===== src/source/lsu_pkg.sv =====
/*
  Shared definitions for the load/store unit.
  Holds the data, address and id widths, the operation codes, the
  exception causes and the default sizes that the top level passes down.
  Modules import it inside their body and use scoped names in their headers.
*/

package lsu_pkg;

  // --------------------
  // widths
  // --------------------
  typedef logic [31:0] xlen_t;
  typedef logic [31:0] addr_t;
  typedef logic [3:0]  be_t;
  typedef logic [2:0]  trans_id_t;
  typedef logic [3:0]  op_t;
  typedef logic [3:0]  cause_t;

  // --------------------
  // operation codes
  // --------------------
  // bit 3 set marks a store, unknown codes behave as a word load
  localparam op_t OP_LB  = 4'h0;
  localparam op_t OP_LBU = 4'h1;
  localparam op_t OP_LH  = 4'h2;
  localparam op_t OP_LHU = 4'h3;
  localparam op_t OP_LW  = 4'h4;
  localparam op_t OP_SB  = 4'h8;
  localparam op_t OP_SH  = 4'h9;
  localparam op_t OP_SW  = 4'hA;

  // riscv mcause encodings
  localparam cause_t CAUSE_LD_MISALIGNED   = 4'd4;
  localparam cause_t CAUSE_LD_ACCESS_FAULT = 4'd5;
  localparam cause_t CAUSE_ST_MISALIGNED   = 4'd6;
  localparam cause_t CAUSE_ST_ACCESS_FAULT = 4'd7;

  // default sizes
  localparam int unsigned DEFAULT_MEM_WORDS  = 64;
  localparam int unsigned DEFAULT_FIFO_DEPTH = 4;

  // only the three store codes write memory
  function automatic logic is_store_op(op_t op);
    return (op == OP_SB) || (op == OP_SH) || (op == OP_SW);
  endfunction

endpackage

===== src/source/lsu_top.sv =====
/*
  Top level of the load/store unit.
  Chains address generation, the request queue and the memory access
  stage with valid/ready handshakes and passes the sizes down.
*/

`timescale 1ns/1ps

module lsu_top #(
  parameter int unsigned MEM_WORDS  = lsu_pkg::DEFAULT_MEM_WORDS,
  parameter int unsigned FIFO_DEPTH = lsu_pkg::DEFAULT_FIFO_DEPTH
) (
  input  logic                clk_i,
  input  logic                rst_ni,
  input  logic                req_valid_i,
  input  lsu_pkg::op_t        req_op_i,
  input  lsu_pkg::addr_t      req_base_i,
  input  lsu_pkg::xlen_t      req_imm_i,
  input  lsu_pkg::xlen_t      req_wdata_i,
  input  lsu_pkg::trans_id_t  req_trans_id_i,
  output logic                req_ready_o,
  output logic                resp_valid_o,
  output lsu_pkg::trans_id_t  resp_trans_id_o,
  output lsu_pkg::xlen_t      resp_rdata_o,
  output logic                resp_is_store_o,
  output logic                resp_ex_valid_o,
  output lsu_pkg::cause_t     resp_ex_cause_o,
  input  logic                resp_ready_i
);
  import lsu_pkg::*;

  // --------------------
  // agu to queue
  // --------------------
  logic      agu_valid;
  logic      agu_ready;
  op_t       agu_op;
  addr_t     agu_addr;
  xlen_t     agu_wdata;
  be_t       agu_be;
  trans_id_t agu_trans_id;
  logic      agu_ex_valid;
  cause_t    agu_ex_cause;

  // --------------------
  // queue to memory
  // --------------------
  logic      q_valid;
  logic      q_ready;
  op_t       q_op;
  addr_t     q_addr;
  xlen_t     q_wdata;
  be_t       q_be;
  trans_id_t q_trans_id;
  logic      q_ex_valid;
  cause_t    q_ex_cause;

  lsu_agu #(
    .MEM_WORDS(MEM_WORDS)
  ) u_agu (
    .clk_i          (clk_i),
    .rst_ni         (rst_ni),
    .req_valid_i    (req_valid_i),
    .req_op_i       (req_op_i),
    .req_base_i     (req_base_i),
    .req_imm_i      (req_imm_i),
    .req_wdata_i    (req_wdata_i),
    .req_trans_id_i (req_trans_id_i),
    .req_ready_o    (req_ready_o),
    .agu_valid_o    (agu_valid),
    .agu_op_o       (agu_op),
    .agu_addr_o     (agu_addr),
    .agu_wdata_o    (agu_wdata),
    .agu_be_o       (agu_be),
    .agu_trans_id_o (agu_trans_id),
    .agu_ex_valid_o (agu_ex_valid),
    .agu_ex_cause_o (agu_ex_cause),
    .agu_ready_i    (agu_ready)
  );

  lsu_req_fifo #(
    .DEPTH(FIFO_DEPTH)
  ) u_fifo (
    .clk_i         (clk_i),
    .rst_ni        (rst_ni),
    .wr_valid_i    (agu_valid),
    .wr_op_i       (agu_op),
    .wr_addr_i     (agu_addr),
    .wr_wdata_i    (agu_wdata),
    .wr_be_i       (agu_be),
    .wr_trans_id_i (agu_trans_id),
    .wr_ex_valid_i (agu_ex_valid),
    .wr_ex_cause_i (agu_ex_cause),
    .wr_ready_o    (agu_ready),
    .rd_valid_o    (q_valid),
    .rd_op_o       (q_op),
    .rd_addr_o     (q_addr),
    .rd_wdata_o    (q_wdata),
    .rd_be_o       (q_be),
    .rd_trans_id_o (q_trans_id),
    .rd_ex_valid_o (q_ex_valid),
    .rd_ex_cause_o (q_ex_cause),
    .rd_ready_i    (q_ready)
  );

  lsu_mem_unit #(
    .MEM_WORDS(MEM_WORDS)
  ) u_mem (
    .clk_i           (clk_i),
    .rst_ni          (rst_ni),
    .q_valid_i       (q_valid),
    .q_op_i          (q_op),
    .q_addr_i        (q_addr),
    .q_wdata_i       (q_wdata),
    .q_be_i          (q_be),
    .q_trans_id_i    (q_trans_id),
    .q_ex_valid_i    (q_ex_valid),
    .q_ex_cause_i    (q_ex_cause),
    .q_ready_o       (q_ready),
    .resp_valid_o    (resp_valid_o),
    .resp_trans_id_o (resp_trans_id_o),
    .resp_rdata_o    (resp_rdata_o),
    .resp_is_store_o (resp_is_store_o),
    .resp_ex_valid_o (resp_ex_valid_o),
    .resp_ex_cause_o (resp_ex_cause_o),
    .resp_ready_i    (resp_ready_i)
  );

endmodule


===== src/source/lsu_mem_unit.sv =====
/*
  Memory access stage of the load/store unit.
  Owns the word-organized data RAM, merges stores under byte enables and
  extracts and extends load data. One access at a time, its response is
  held in a register until the consumer takes it.
*/

`timescale 1ns/1ps

module lsu_mem_unit #(
  parameter int unsigned MEM_WORDS = lsu_pkg::DEFAULT_MEM_WORDS
) (
  input  logic                clk_i,
  input  logic                rst_ni,
  input  logic                q_valid_i,
  input  lsu_pkg::op_t        q_op_i,
  input  lsu_pkg::addr_t      q_addr_i,
  input  lsu_pkg::xlen_t      q_wdata_i,
  input  lsu_pkg::be_t        q_be_i,
  input  lsu_pkg::trans_id_t  q_trans_id_i,
  input  logic                q_ex_valid_i,
  input  lsu_pkg::cause_t     q_ex_cause_i,
  output logic                q_ready_o,
  output logic                resp_valid_o,
  output lsu_pkg::trans_id_t  resp_trans_id_o,
  output lsu_pkg::xlen_t      resp_rdata_o,
  output logic                resp_is_store_o,
  output logic                resp_ex_valid_o,
  output lsu_pkg::cause_t     resp_ex_cause_o,
  input  logic                resp_ready_i
);
  import lsu_pkg::*;

  localparam int unsigned IDX_W = (MEM_WORDS > 1) ? $clog2(MEM_WORDS) : 1;

  typedef enum logic [0:0] {
    ST_IDLE,
    ST_RESP
  } state_e;

  state_e           state_q;
  xlen_t            ram [MEM_WORDS];
  logic [IDX_W-1:0] idx;
  logic             accept;
  logic             is_store;
  xlen_t            word;
  xlen_t            shifted;
  xlen_t            load_data;

  assign q_ready_o    = (state_q == ST_IDLE);
  assign resp_valid_o = (state_q == ST_RESP);
  assign accept       = q_valid_i && q_ready_o;
  assign is_store     = is_store_op(q_op_i);

  // range is checked upstream, faulting requests never index the RAM
  assign idx = q_addr_i[IDX_W+1:2];

  // --------------------
  // load extraction
  // --------------------
  assign word    = ram[idx];
  assign shifted = word >> {q_addr_i[1:0], 3'b000};

  always_comb begin : load_extend
    case (q_op_i)
      OP_LB:   load_data = {{24{shifted[7]}}, shifted[7:0]};
      OP_LBU:  load_data = {24'h0, shifted[7:0]};
      OP_LH:   load_data = {{16{shifted[15]}}, shifted[15:0]};
      OP_LHU:  load_data = {16'h0, shifted[15:0]};
      default: load_data = word;
    endcase
  end

  // --------------------
  // state machine
  // --------------------
  always_ff @(posedge clk_i or negedge rst_ni) begin
    if (!rst_ni) begin
      state_q <= ST_IDLE;
    end else begin
      case (state_q)
        ST_IDLE: if (q_valid_i) state_q <= ST_RESP;
        ST_RESP: if (resp_ready_i) state_q <= ST_IDLE;
        default: state_q <= ST_IDLE;
      endcase
    end
  end

  // RAM comes up cleared, stores merge byte by byte
  always_ff @(posedge clk_i or negedge rst_ni) begin
    if (!rst_ni) begin
      for (int w = 0; w < int'(MEM_WORDS); w++) begin
        ram[w] <= '0;
      end
    end else if (accept && is_store && !q_ex_valid_i) begin
      for (int b = 0; b < 4; b++) begin
        if (q_be_i[b]) begin
          ram[idx][8*b +: 8] <= q_wdata_i[8*b +: 8];
        end
      end
    end
  end

  // response register
  always_ff @(posedge clk_i) begin
    if (accept) begin
      resp_trans_id_o <= q_trans_id_i;
      resp_is_store_o <= is_store;
      resp_ex_valid_o <= q_ex_valid_i;
      resp_ex_cause_o <= q_ex_cause_i;
      resp_rdata_o    <= (is_store || q_ex_valid_i) ? '0 : load_data;
    end
  end

endmodule


===== src/source/lsu_req_fifo.sv =====
/*
  Request queue between address generation and memory access.
  Circular buffer of DEPTH decoded requests with an occupancy count.
  A push and a pop may happen in the same cycle, also when full.
*/

`timescale 1ns/1ps

module lsu_req_fifo #(
  parameter int unsigned DEPTH = lsu_pkg::DEFAULT_FIFO_DEPTH
) (
  input  logic                clk_i,
  input  logic                rst_ni,
  input  logic                wr_valid_i,
  input  lsu_pkg::op_t        wr_op_i,
  input  lsu_pkg::addr_t      wr_addr_i,
  input  lsu_pkg::xlen_t      wr_wdata_i,
  input  lsu_pkg::be_t        wr_be_i,
  input  lsu_pkg::trans_id_t  wr_trans_id_i,
  input  logic                wr_ex_valid_i,
  input  lsu_pkg::cause_t     wr_ex_cause_i,
  output logic                wr_ready_o,
  output logic                rd_valid_o,
  output lsu_pkg::op_t        rd_op_o,
  output lsu_pkg::addr_t      rd_addr_o,
  output lsu_pkg::xlen_t      rd_wdata_o,
  output lsu_pkg::be_t        rd_be_o,
  output lsu_pkg::trans_id_t  rd_trans_id_o,
  output logic                rd_ex_valid_o,
  output lsu_pkg::cause_t     rd_ex_cause_o,
  input  logic                rd_ready_i
);
  import lsu_pkg::*;

  localparam int unsigned PTR_W = (DEPTH > 1) ? $clog2(DEPTH) : 1;
  localparam int unsigned CNT_W = $clog2(DEPTH + 1);

  op_t       op_mem       [DEPTH];
  addr_t     addr_mem     [DEPTH];
  xlen_t     wdata_mem    [DEPTH];
  be_t       be_mem       [DEPTH];
  trans_id_t trans_id_mem [DEPTH];
  logic      ex_valid_mem [DEPTH];
  cause_t    ex_cause_mem [DEPTH];

  logic [PTR_W-1:0] wr_ptr_q;
  logic [PTR_W-1:0] rd_ptr_q;
  logic [CNT_W-1:0] count_q;
  logic             push;
  logic             pop;

  // wrap at DEPTH, not only at powers of two
  function automatic logic [PTR_W-1:0] ptr_inc(logic [PTR_W-1:0] ptr);
    return (ptr == PTR_W'(DEPTH - 1)) ? '0 : ptr + 1'b1;
  endfunction

  assign rd_valid_o = (count_q != '0);
  assign wr_ready_o = (count_q != CNT_W'(DEPTH)) || rd_ready_i;
  assign push       = wr_valid_i && wr_ready_o;
  assign pop        = rd_valid_o && rd_ready_i;

  always_ff @(posedge clk_i or negedge rst_ni) begin
    if (!rst_ni) begin
      wr_ptr_q <= '0;
      rd_ptr_q <= '0;
      count_q  <= '0;
    end else begin
      if (push) begin
        wr_ptr_q <= ptr_inc(wr_ptr_q);
      end
      if (pop) begin
        rd_ptr_q <= ptr_inc(rd_ptr_q);
      end
      if (push && !pop) begin
        count_q <= count_q + 1'b1;
      end else if (pop && !push) begin
        count_q <= count_q - 1'b1;
      end
    end
  end

  // storage
  always_ff @(posedge clk_i) begin
    if (push) begin
      op_mem[wr_ptr_q]       <= wr_op_i;
      addr_mem[wr_ptr_q]     <= wr_addr_i;
      wdata_mem[wr_ptr_q]    <= wr_wdata_i;
      be_mem[wr_ptr_q]       <= wr_be_i;
      trans_id_mem[wr_ptr_q] <= wr_trans_id_i;
      ex_valid_mem[wr_ptr_q] <= wr_ex_valid_i;
      ex_cause_mem[wr_ptr_q] <= wr_ex_cause_i;
    end
  end

  assign rd_op_o       = op_mem[rd_ptr_q];
  assign rd_addr_o     = addr_mem[rd_ptr_q];
  assign rd_wdata_o    = wdata_mem[rd_ptr_q];
  assign rd_be_o       = be_mem[rd_ptr_q];
  assign rd_trans_id_o = trans_id_mem[rd_ptr_q];
  assign rd_ex_valid_o = ex_valid_mem[rd_ptr_q];
  assign rd_ex_cause_o = ex_cause_mem[rd_ptr_q];

endmodule


===== src/source/lsu_agu.sv =====
/*
  Address generation stage of the load/store unit.
  Adds base and signed immediate, builds byte enables, moves store data
  into its byte lanes and flags misaligned or out-of-range accesses.
  The result sits in a one-entry output register with valid/ready handshake.
*/

`timescale 1ns/1ps

module lsu_agu #(
  parameter int unsigned MEM_WORDS = lsu_pkg::DEFAULT_MEM_WORDS
) (
  input  logic                clk_i,
  input  logic                rst_ni,
  input  logic                req_valid_i,
  input  lsu_pkg::op_t        req_op_i,
  input  lsu_pkg::addr_t      req_base_i,
  input  lsu_pkg::xlen_t      req_imm_i,
  input  lsu_pkg::xlen_t      req_wdata_i,
  input  lsu_pkg::trans_id_t  req_trans_id_i,
  output logic                req_ready_o,
  output logic                agu_valid_o,
  output lsu_pkg::op_t        agu_op_o,
  output lsu_pkg::addr_t      agu_addr_o,
  output lsu_pkg::xlen_t      agu_wdata_o,
  output lsu_pkg::be_t        agu_be_o,
  output lsu_pkg::trans_id_t  agu_trans_id_o,
  output logic                agu_ex_valid_o,
  output lsu_pkg::cause_t     agu_ex_cause_o,
  input  logic                agu_ready_i
);
  import lsu_pkg::*;

  addr_t  eff_addr;
  logic   is_store;
  logic   is_byte;
  logic   is_half;
  be_t    be;
  xlen_t  wdata_lanes;
  logic   misaligned;
  logic   out_of_range;
  cause_t ex_cause;

  // modulo 2^32, the sum is the same for a signed immediate
  assign eff_addr = req_base_i + req_imm_i;
  assign is_store = is_store_op(req_op_i);

  // transfer size from the op code
  assign is_byte = (req_op_i == OP_LB) || (req_op_i == OP_LBU) || (req_op_i == OP_SB);
  assign is_half = (req_op_i == OP_LH) || (req_op_i == OP_LHU) || (req_op_i == OP_SH);

  // --------------------
  // byte enables and lanes
  // --------------------
  always_comb begin : be_gen
    if (is_byte) begin
      be = be_t'(4'b0001 << eff_addr[1:0]);
    end else if (is_half) begin
      be = be_t'(4'b0011 << eff_addr[1:0]);
    end else begin
      be = 4'b1111;
    end
  end

  assign wdata_lanes = req_wdata_i << {eff_addr[1:0], 3'b000};

  // --------------------
  // exception detection
  // --------------------
  assign misaligned = is_half ? eff_addr[0] :
                      is_byte ? 1'b0 : (eff_addr[1:0] != 2'b00);
  assign out_of_range = {2'b00, eff_addr[31:2]} >= MEM_WORDS;

  // misalignment wins over the access fault
  always_comb begin : cause_sel
    if (misaligned) begin
      ex_cause = is_store ? CAUSE_ST_MISALIGNED : CAUSE_LD_MISALIGNED;
    end else begin
      ex_cause = is_store ? CAUSE_ST_ACCESS_FAULT : CAUSE_LD_ACCESS_FAULT;
    end
  end

  // stage takes a new request when empty or draining
  assign req_ready_o = !agu_valid_o || agu_ready_i;

  always_ff @(posedge clk_i or negedge rst_ni) begin
    if (!rst_ni) begin
      agu_valid_o <= 1'b0;
    end else if (req_ready_o) begin
      agu_valid_o <= req_valid_i;
    end
  end

  always_ff @(posedge clk_i) begin
    if (req_valid_i && req_ready_o) begin
      agu_op_o       <= req_op_i;
      agu_addr_o     <= eff_addr;
      agu_wdata_o    <= wdata_lanes;
      agu_be_o       <= be;
      agu_trans_id_o <= req_trans_id_i;
      agu_ex_valid_o <= misaligned || out_of_range;
      agu_ex_cause_o <= ex_cause;
    end
  end

endmodule


===== config.mk =====
export PLATFORM = sky130hd
export DESIGN_NAME = lsu_top
export DESIGN_NICKNAME = d
export VERILOG_FILES = /design/src/source/lsu_pkg.sv /design/src/source/lsu_top.sv /design/src/source/lsu_mem_unit.sv /design/src/source/lsu_req_fifo.sv /design/src/source/lsu_agu.sv
export SDC_FILE = /design/constraint.sdc
export NUM_CORES = 2
export LEC_CHECK = 0
export BUFFER_PORTS_ARGS = -buffer_cell sky130_fd_sc_hd__clkbuf_2
export CAP_MARGIN = 10
export CORE_MARGIN = 2
export CORE_UTILIZATION = 30
export DETAILED_ROUTE_END_ITERATION = 8
export PLACE_DENSITY_LB_ADDON = 0.05
export SYNTH_ARGS = -nofsm -noshare
export SYNTH_HDL_FRONTEND = slang
export SYNTH_SLANG_ARGS = --single-unit

===== constraint.sdc =====
create_clock -name clk_i -period 8.94 [get_ports clk_i]
set_clock_uncertainty 0.15 [all_clocks]
set_input_delay 1.788 -clock clk_i [delete_from_list [all_inputs] [get_ports clk_i]]
set_output_delay 1.788 -clock clk_i [all_outputs]
set_load 0.05 [all_outputs]

Word-level counts from Yosys, hierarchy flattened
Memory sizes are Yosys's and may differ from the RTL's. A register that Yosys moved wholly into a read port is not among the register bits.
Index checks and enable logic that the tools add are counted.
{"block": "op_classes", "n_addsub": 5, "n_lt_le_gt_ge": 3, "eq_ne": 15, "shift": 4, "n_mux": 39, "bitwise": 2, "reduce_logical": 29}
{"cell": "2048-bit 2-to-1 mux", "count": 7}
{"cell": "2048-bit bitwise mux", "count": 4}
{"cell": "32-bit demux with 6-bit select", "count": 4}
{"cell": "32-bit binary-select mux with 6-bit select", "count": 1}
{"cell": "32-bit case mux with 4 select lines", "count": 1}
{"cell": "32-bit 2-to-1 mux", "count": 3}
{"cell": "32-bit adder", "count": 1}
{"cell": "32-bit by 5-bit << shifter with 32-bit output", "count": 1}
{"cell": "32-bit by 5-bit right shift with 16-bit output", "count": 1}
{"cell": "30-bit by 7-bit >= comparator with 1-bit output, second input constant", "count": 1}
{"cell": "4-bit == test, second input constant", "count": 6}
{"cell": "24-bit 2-to-1 mux", "count": 1}
{"cell": "4-bit by 2-bit == test with 1-bit output, second input constant", "count": 4}
{"cell": "16-bit 2-to-1 mux", "count": 1}
{"cell": "1-bit logical OR", "count": 12}
{"cell": "4-bit 2-to-1 mux", "count": 3}
{"cell": "4-bit by 1-bit == test with 1-bit output, second input constant", "count": 2}
{"cell": "1-bit logical AND", "count": 8}
{"cell": "4-bit logical NOT", "count": 2}
{"cell": "2-bit 2-to-1 mux", "count": 4}
{"cell": "8-bit 2-to-1 mux", "count": 1}
{"cell": "7-bit >= comparator, second input constant", "count": 1}
{"cell": "7-bit by 1-bit < comparator with 1-bit output, second input constant", "count": 1}
{"cell": "6-bit inverter with 7-bit output", "count": 1}
{"cell": "other kinds (14)", "count": 26}
{"block": "totals", "reg_bits": 2171, "ram_bits": 320, "input_bits": 107, "output_inout_bits": 43, "wordCells": 183, "mem_count": 7}
{"memory": "u_fifo.addr_mem", "words": 4, "word_bits": 32, "read_ports": 1, "rd_clocked_by_memory_dff": 0, "wr": 1, "line": "lsu_req_fifo.sv:39", "text": "addr_t addr_mem [DEPTH];"}
{"memory": "u_fifo.wdata_mem", "words": 4, "word_bits": 32, "read_ports": 1, "rd_clocked_by_memory_dff": 0, "wr": 1, "line": "lsu_req_fifo.sv:40", "text": "xlen_t wdata_mem [DEPTH];"}
{"memory": "u_fifo.be_mem", "words": 4, "word_bits": 4, "read_ports": 1, "rd_clocked_by_memory_dff": 0, "wr": 1, "line": "lsu_req_fifo.sv:41", "text": "be_t be_mem [DEPTH];"}
{"memory": "u_fifo.ex_cause_mem", "words": 4, "word_bits": 4, "read_ports": 1, "rd_clocked_by_memory_dff": 1, "wr": 1, "line": "lsu_req_fifo.sv:44", "text": "cause_t ex_cause_mem [DEPTH];"}
{"memory": "u_fifo.op_mem", "words": 4, "word_bits": 4, "read_ports": 1, "rd_clocked_by_memory_dff": 0, "wr": 1, "line": "lsu_req_fifo.sv:38", "text": "op_t op_mem [DEPTH];"}
{"memory": "u_fifo.trans_id_mem", "words": 4, "word_bits": 3, "read_ports": 1, "rd_clocked_by_memory_dff": 1, "wr": 1, "line": "lsu_req_fifo.sv:42", "text": "trans_id_t trans_id_mem [DEPTH];"}
{"memory": "+1 memories"}

Logic depth before layout (Yosys ltp)
An unclocked memory read counts as a cell.
{"block": "logic_depth", "word_depth": 17, "ltp_mapped": 17, "depth_no_buf": 12}

Cells and area by module
From an unflattened synthesis, not the netlist that was laid out.
{"block": "unflattened", "hier_cells": 7835, "area_unflattened_um2": 112167.6}
{"module": "lsu_mem_unit", "instances": 1, "cells_each": 6877, "area_each_um2": 95058.7, "seq_area_each_um2": 52505.4}
{"module": "lsu_req_fifo", "instances": 1, "cells_each": 457, "area_each_um2": 11949.0, "seq_area_each_um2": 9784.4}
{"module": "lsu_agu", "instances": 1, "cells_each": 501, "area_each_um2": 5159.9, "seq_area_each_um2": 2367.3}

Least setup slack after synthesis
OpenSTA, ideal clock, no wires.
{"block": "synth_timing", "path_kind": "input to register", "from": "input port req_base_i[0]", "to": "register u_agu.agu_ex_valid_o (data pin)", "setup_ps": 264, "t_arrival_ps": 4379, "required_ps": 8526, "path_slack_ps": 4147, "path_stages": 12, "n_path_buf": 0, "path_cell_list": "ha_1 fa_1 a21oi_1 o22ai_1 o21a_1 o2111ai_1 a21oi_1 nor3_1 o211ai_1 or4_1 nor4_1 nand3_1"}
{"block": "synth_via", "elab_chain_cells": 5, "elab_cells_between_ends": 6, "cone_classes": "1 x add/sub; 1 x order compare; 2 x mux; 2 x reduce/logical"}
{"element": "start, declared", "line": "lsu_top.sv:17", "text": "input lsu_pkg::addr_t req_base_i,"}
{"element": "32-bit adder *", "line": "lsu_agu.sv:45", "text": "assign eff_addr = req_base_i + req_imm_i;"}
{"element": "branches (longest 3 deep; another with 30-bit by 7-bit >= comparator with 1-bit output)"}
{"element": "1-bit logical OR *", "line": "lsu_agu.sv:101", "text": "agu_ex_valid_o <= misaligned || out_of_range;"}
{"element": "end signal, assigned", "line": "lsu_agu.sv:101"}
{"element": "end, declared", "line": "lsu_agu.sv:28", "text": "output logic agu_ex_valid_o,"}
Every way passes the cells marked *.
A chain may end at the register's enable or synchronous reset.

Worst setup path in the final report
{"block": "layout_timing", "from": "register u_fifo.rd_ptr_q[0]", "to": "register u_mem.resp_rdata_o[13] (data pin)"}
{"block": "layout_via", "elab_chain_cells": 7, "elab_cells_between_ends": 19, "cone_classes": "6 x eq/ne; 1 x shift; 4 x mux; 1 x bitwise; 4 x reduce/logical; 3 x memory"}
{"element": "start, declared", "line": "lsu_req_fifo.sv:47", "text": "logic [PTR_W-1:0] rd_ptr_q;"}
{"element": "start signal, assigned", "line": "lsu_req_fifo.sv:72", "text": "rd_ptr_q <= ptr_inc(rd_ptr_q);"}
{"element": "memory 4 x 32 bit"}
{"element": "6-bit inverter with 7-bit output (not written as such)", "line": "lsu_mem_unit.sv:61", "text": "assign word = ram[idx];"}
{"element": "32-bit binary-select mux with 6-bit select", "line": "lsu_mem_unit.sv:61"}
{"element": "32-bit 2-to-1 mux (not written as such) (2 in series)", "line": "lsu_mem_unit.sv:61"}
{"element": "32-bit by 5-bit right shift with 16-bit output", "line": "lsu_mem_unit.sv:62", "text": "assign shifted = word >> {q_addr_i[1:0], 3'b000};"}
{"element": "32-bit case mux with 4 select lines", "line": "lsu_mem_unit.sv:65", "text": "case (q_op_i)"}
{"element": "end signal, assigned", "line": "lsu_mem_unit.sv:111", "text": "resp_rdata_o <= (is_store || q_ex_valid_i) ? '0 : load_data;"}
{"element": "end, declared", "line": "lsu_mem_unit.sv:26", "text": "output lsu_pkg::xlen_t resp_rdata_o,"}
Several ways; a longest one is shown, not always the timed one. The select of a mux whose other input is x is not followed.

==> flow_summary.json <==
{
  "outcome": "finished clean",
  "clockPowerShare": 0.329,
  "grt_pass1_wl_um": 583000,
  "endpoint_kind": "register",
  "synth_top_area_frac": 0.494,
  "clk_latency_ns": 0.90,
  "vias": 68427,
  "route.detailed.drc": 0,
  "num-nets-final": 7775,
  "grt_pass1_vias": 70380,
  "p_leak_nw": 53.3,
  "worst_pin_slew_ns": 1.35,
  "synth_top_flop_cell": "dfrtp_1",
  "utilization": 0.348,
  "cts.sinks": 2366,
  "rsz0062_at_grt": "no",
  "cp.required_ns": 9.40,
  "worstPathArrival_ns": 7.11,
  "core_area_um2": 346000,
  "hold_start": "u_agu.agu_wdata_o[26]$_DFFE_PP_",
  "min_period_ns": 6.65,
  "p_comb_frac": 0.319,
  "power.switching_mw": 14.5,
  "cts_made_buffers": 289,
  "max-cap-violations": 0,
  "synth_nets": 7626,
  "reg2reg_depth": 10,
  "synth_area_leaders": "dfrtp_1, mux2_2, edfxtp_1, a22oi_1, mux4_2",
  "p_seq_frac": 0.352,
  "reg2reg_from": "u_fifo.rd_ptr_q[0]$_DFFE_PN0P_",
  "timing.setup.tns_ns": 0,
  "start_util": 0.301,
  "critPathMaxFanout": 59,
  "p_per_area_nw_per_um2": 297,
  "synth_cell_type_count": 83,
  "vdd_drop_max_mv": 0.213,
  "netlist_instances": 7476,
  "min-delay-path-class": "reg -> reg",
  "dr.pass1.iters": 6,
  "cts_hold_buf": 0,
  "layout.cells.most_common_list": "mux2_2, dfrtp_1, a22oi_1",
  "area.sequential_um2": 60800,
  "ys_ff_latch": 2366,
  "max_freq_ghz": 0.150,
  "grt.overflow.total": 0,
  "numPortBuffers": 147,
  "clk_pin_slew_worst_paths_ns": 0.06,
  "setup_viol": 0,
  "cts_tree": "yes",
  "p_sw_frac": 0.405,
  "crit_type": "reg -> reg",
  "post_cts_buffers": 0,
  "synth-edff-count": 309,
  "die_area_um2": 352000,
  "synth_area_um2": 104000,
  "critical_path.endpoint": "u_mem.resp_rdata_o[13]$_SDFFCE_PP0P_",
  "multiInputGateArea_um2": 41300,
  "internal-power_mw": 21.3,
  "antenna_found_initial": 29,
  "drive_gt1_frac": 0.398,
  "cts_htree_levels": 5,
  "cts_buffer_depth": 4,
  "final_common_cell": "mux2_2",
  "ant_nets": 0,
  "slew_viol_final": 0,
  "critPathLaunch": "u_fifo.rd_ptr_q[0]$_DFFE_PN0P_",
  "r2r-end": "u_mem.resp_rdata_o[13]$_SDFFCE_PP0P_",
  "yosysTopAreaCell": "dfrtp_1",
  "io_pins": 150,
  "die_height_um": 593,
  "rows": 216,
  "p_total_mw": 35.8,
  "wl_per_cell_um": 33.6,
  "grt_usage": 0.234,
  "first_iter_violations": 5363,
  "seq_area_frac_synth": 0.583,
  "place_congestion": 0.818,
  "regToRegSetupSlack_ns": 2.29,
  "fillers": 33649,
  "slew_headroom": 0.0997,
  "synth_warnings": 0,
  "syn_avg_cell_area_um2": 13.9,
  "hold_viol_final": 0,
  "synthArstFlopShare": 0.869,
  "wl_um": 418000,
  "clock-root-buffer": "clkbuf_16",
  "grt_max_degree": 177,
  "vias_per_cell": 5.51,
  "chipWidth_um": 593,
  "post_cts_resize_count": 0,
  "place_hpwl_um": 264000,
  "start_kind": "register",
  "fin_crit_sh": 0.744,
  "syn_to_final_growth_pct": 15.4
}
-- cell type report --
cell class | count | area share
clock inverter | 67 | 0.00587
tap | 4578 | 0.0476
inverter | 25 | 0.000780
clock buffer | 437 | 0.0718
multi-input combinational | 4555 | 0.344
antenna | 8 | 0.000166
sequential | 2366 | 0.505
timing repair buffer | 388 | 0.0248
-- state kept, by name, indices dropped and copies added (netlist names), 4 cells and up --
register,count
u_fifo.ex_valid_mem,4
u_agu.agu_op_o,4
u_agu.agu_be_o,4
u_fifo.trans_id_mem,12
u_fifo.ex_cause_mem,8
u_mem.resp_rdata_o,32
u_agu.agu_addr_o,8
u_fifo.be_mem,16
u_mem.ram,2048
u_fifo.op_mem,16
u_agu.agu_wdata_o,32
u_fifo.addr_mem,32
u_fifo.wdata_mem,128
-- worst min-delay path by stage --
stage,end,slack (ns),depth (start not counted)
after floorplan,u_fifo.addr_mem[0][0]$_DFFE_PP_,0.31,0
after global placement,u_fifo.trans_id_mem[2][0]$_DFFE_PP_,0.32,0
after detailed placement,u_fifo.wdata_mem[1][26]$_DFFE_PP_,0.33,0
after CTS,u_fifo.wdata_mem[1][26]$_DFFE_PP_,0.35,0
after global routing,u_fifo.be_mem[3][3]$_DFFE_PP_,0.35,0
final,u_fifo.wdata_mem[1][26]$_DFFE_PP_,0.34,0
-- cell usage after synthesis (all sizes together) (7+ instances only) --
master / count
or3: 7
nor4: 27
xor2: 8
a221o: 13
o211ai: 11
xnor2: 11
a221oi: 82
o21a: 12
dfrtp: 2057
nor2b: 27
edfxtp: 309
buf: 230
or4: 12
clkbuf: 300
a41oi: 86
mux2: 2087
mux2i: 100
nor2: 336
a2111oi: 14
and3: 17
nand2: 217
a211oi: 30
inv: 24
o21ai: 85
and4: 15
mux4: 53
ha: 41
and2: 23
nand3: 47
nand4: 45
a31oi: 68
o22ai: 30
a22oi: 693
a21o: 22
a222oi: 47
a21oi: 124
nor3: 24
nand2b: 13
a22o: 46
-- layer usage --
layer	share of wire	GRT usage	wire length, µm	up-vias
met2	0.47	0.380	196000	1769
met3	0.047	0.0354	19800	514
met5	0.000065	0	27	-
li1	-	-	-	28720
met1	0.45	0.323	189000	37420
met4	0.032	0.0699	13400	4
-- per-stage QoR --
stage / setup WS (ns) / std cells / hold slack (ns) / cell area [µm²]
3_3_place_gp: 1.47 / 11904 / 0.322 / 111000
6_report: 2.29 / 12424 / 0.344 / 120000
5_1_grt: 2.15 / 12417 / 0.350 / 120000
3_5_place_dp: 1.97 / 11908 / 0.333 / 111000
4_1_cts: 1.96 / 12412 / 0.347 / 120000
2_1_floorplan: 4.15 / 7476 / 0.309 / 104000
-- critical path, cell delays in order (launching register included) --
cell and delay (ns):
dfrtp_4 0.84, mux4_4 1.11, and3b_4 0.62, buf_12 0.32
a22o_1 0.33, a221oi_1 0.28, a31oi_1 0.21, a2111oi_0 0.62
nand4_1 0.81, a221oi_1 0.61, o22ai_1 0.14
-- kinds of logic after synthesis --
logic type                 after synthesis  share of synthesized area
other                                    2                  0.0000721
muxes                                 2240                      0.247
xor gates and xnor gates                19                    0.00160
adders and majority gates               43                    0.00531
buffers and inverters                  555                     0.0230
AOI/OAI and AO/OA                     1412                      0.100
DFF                                   2366                      0.583
and+or+nand+nor                        839                     0.0397
-- power groups by stage --
stage / registers (mW) / logic (mW) / clock network (mW)
5_1_grt: 12.7 / 11.8 / 12.5
6_report: 12.6 / 11.4 / 11.8
3_3_place_gp: 12.8 / 11.4 / 0
2_1_floorplan: 12.8 / 5.27 / 0
4_1_cts: 12.6 / 11.5 / 12.1
3_5_place_dp: 12.8 / 11.5 / 0
Note: power is estimated with default switching activity, not from simulation.
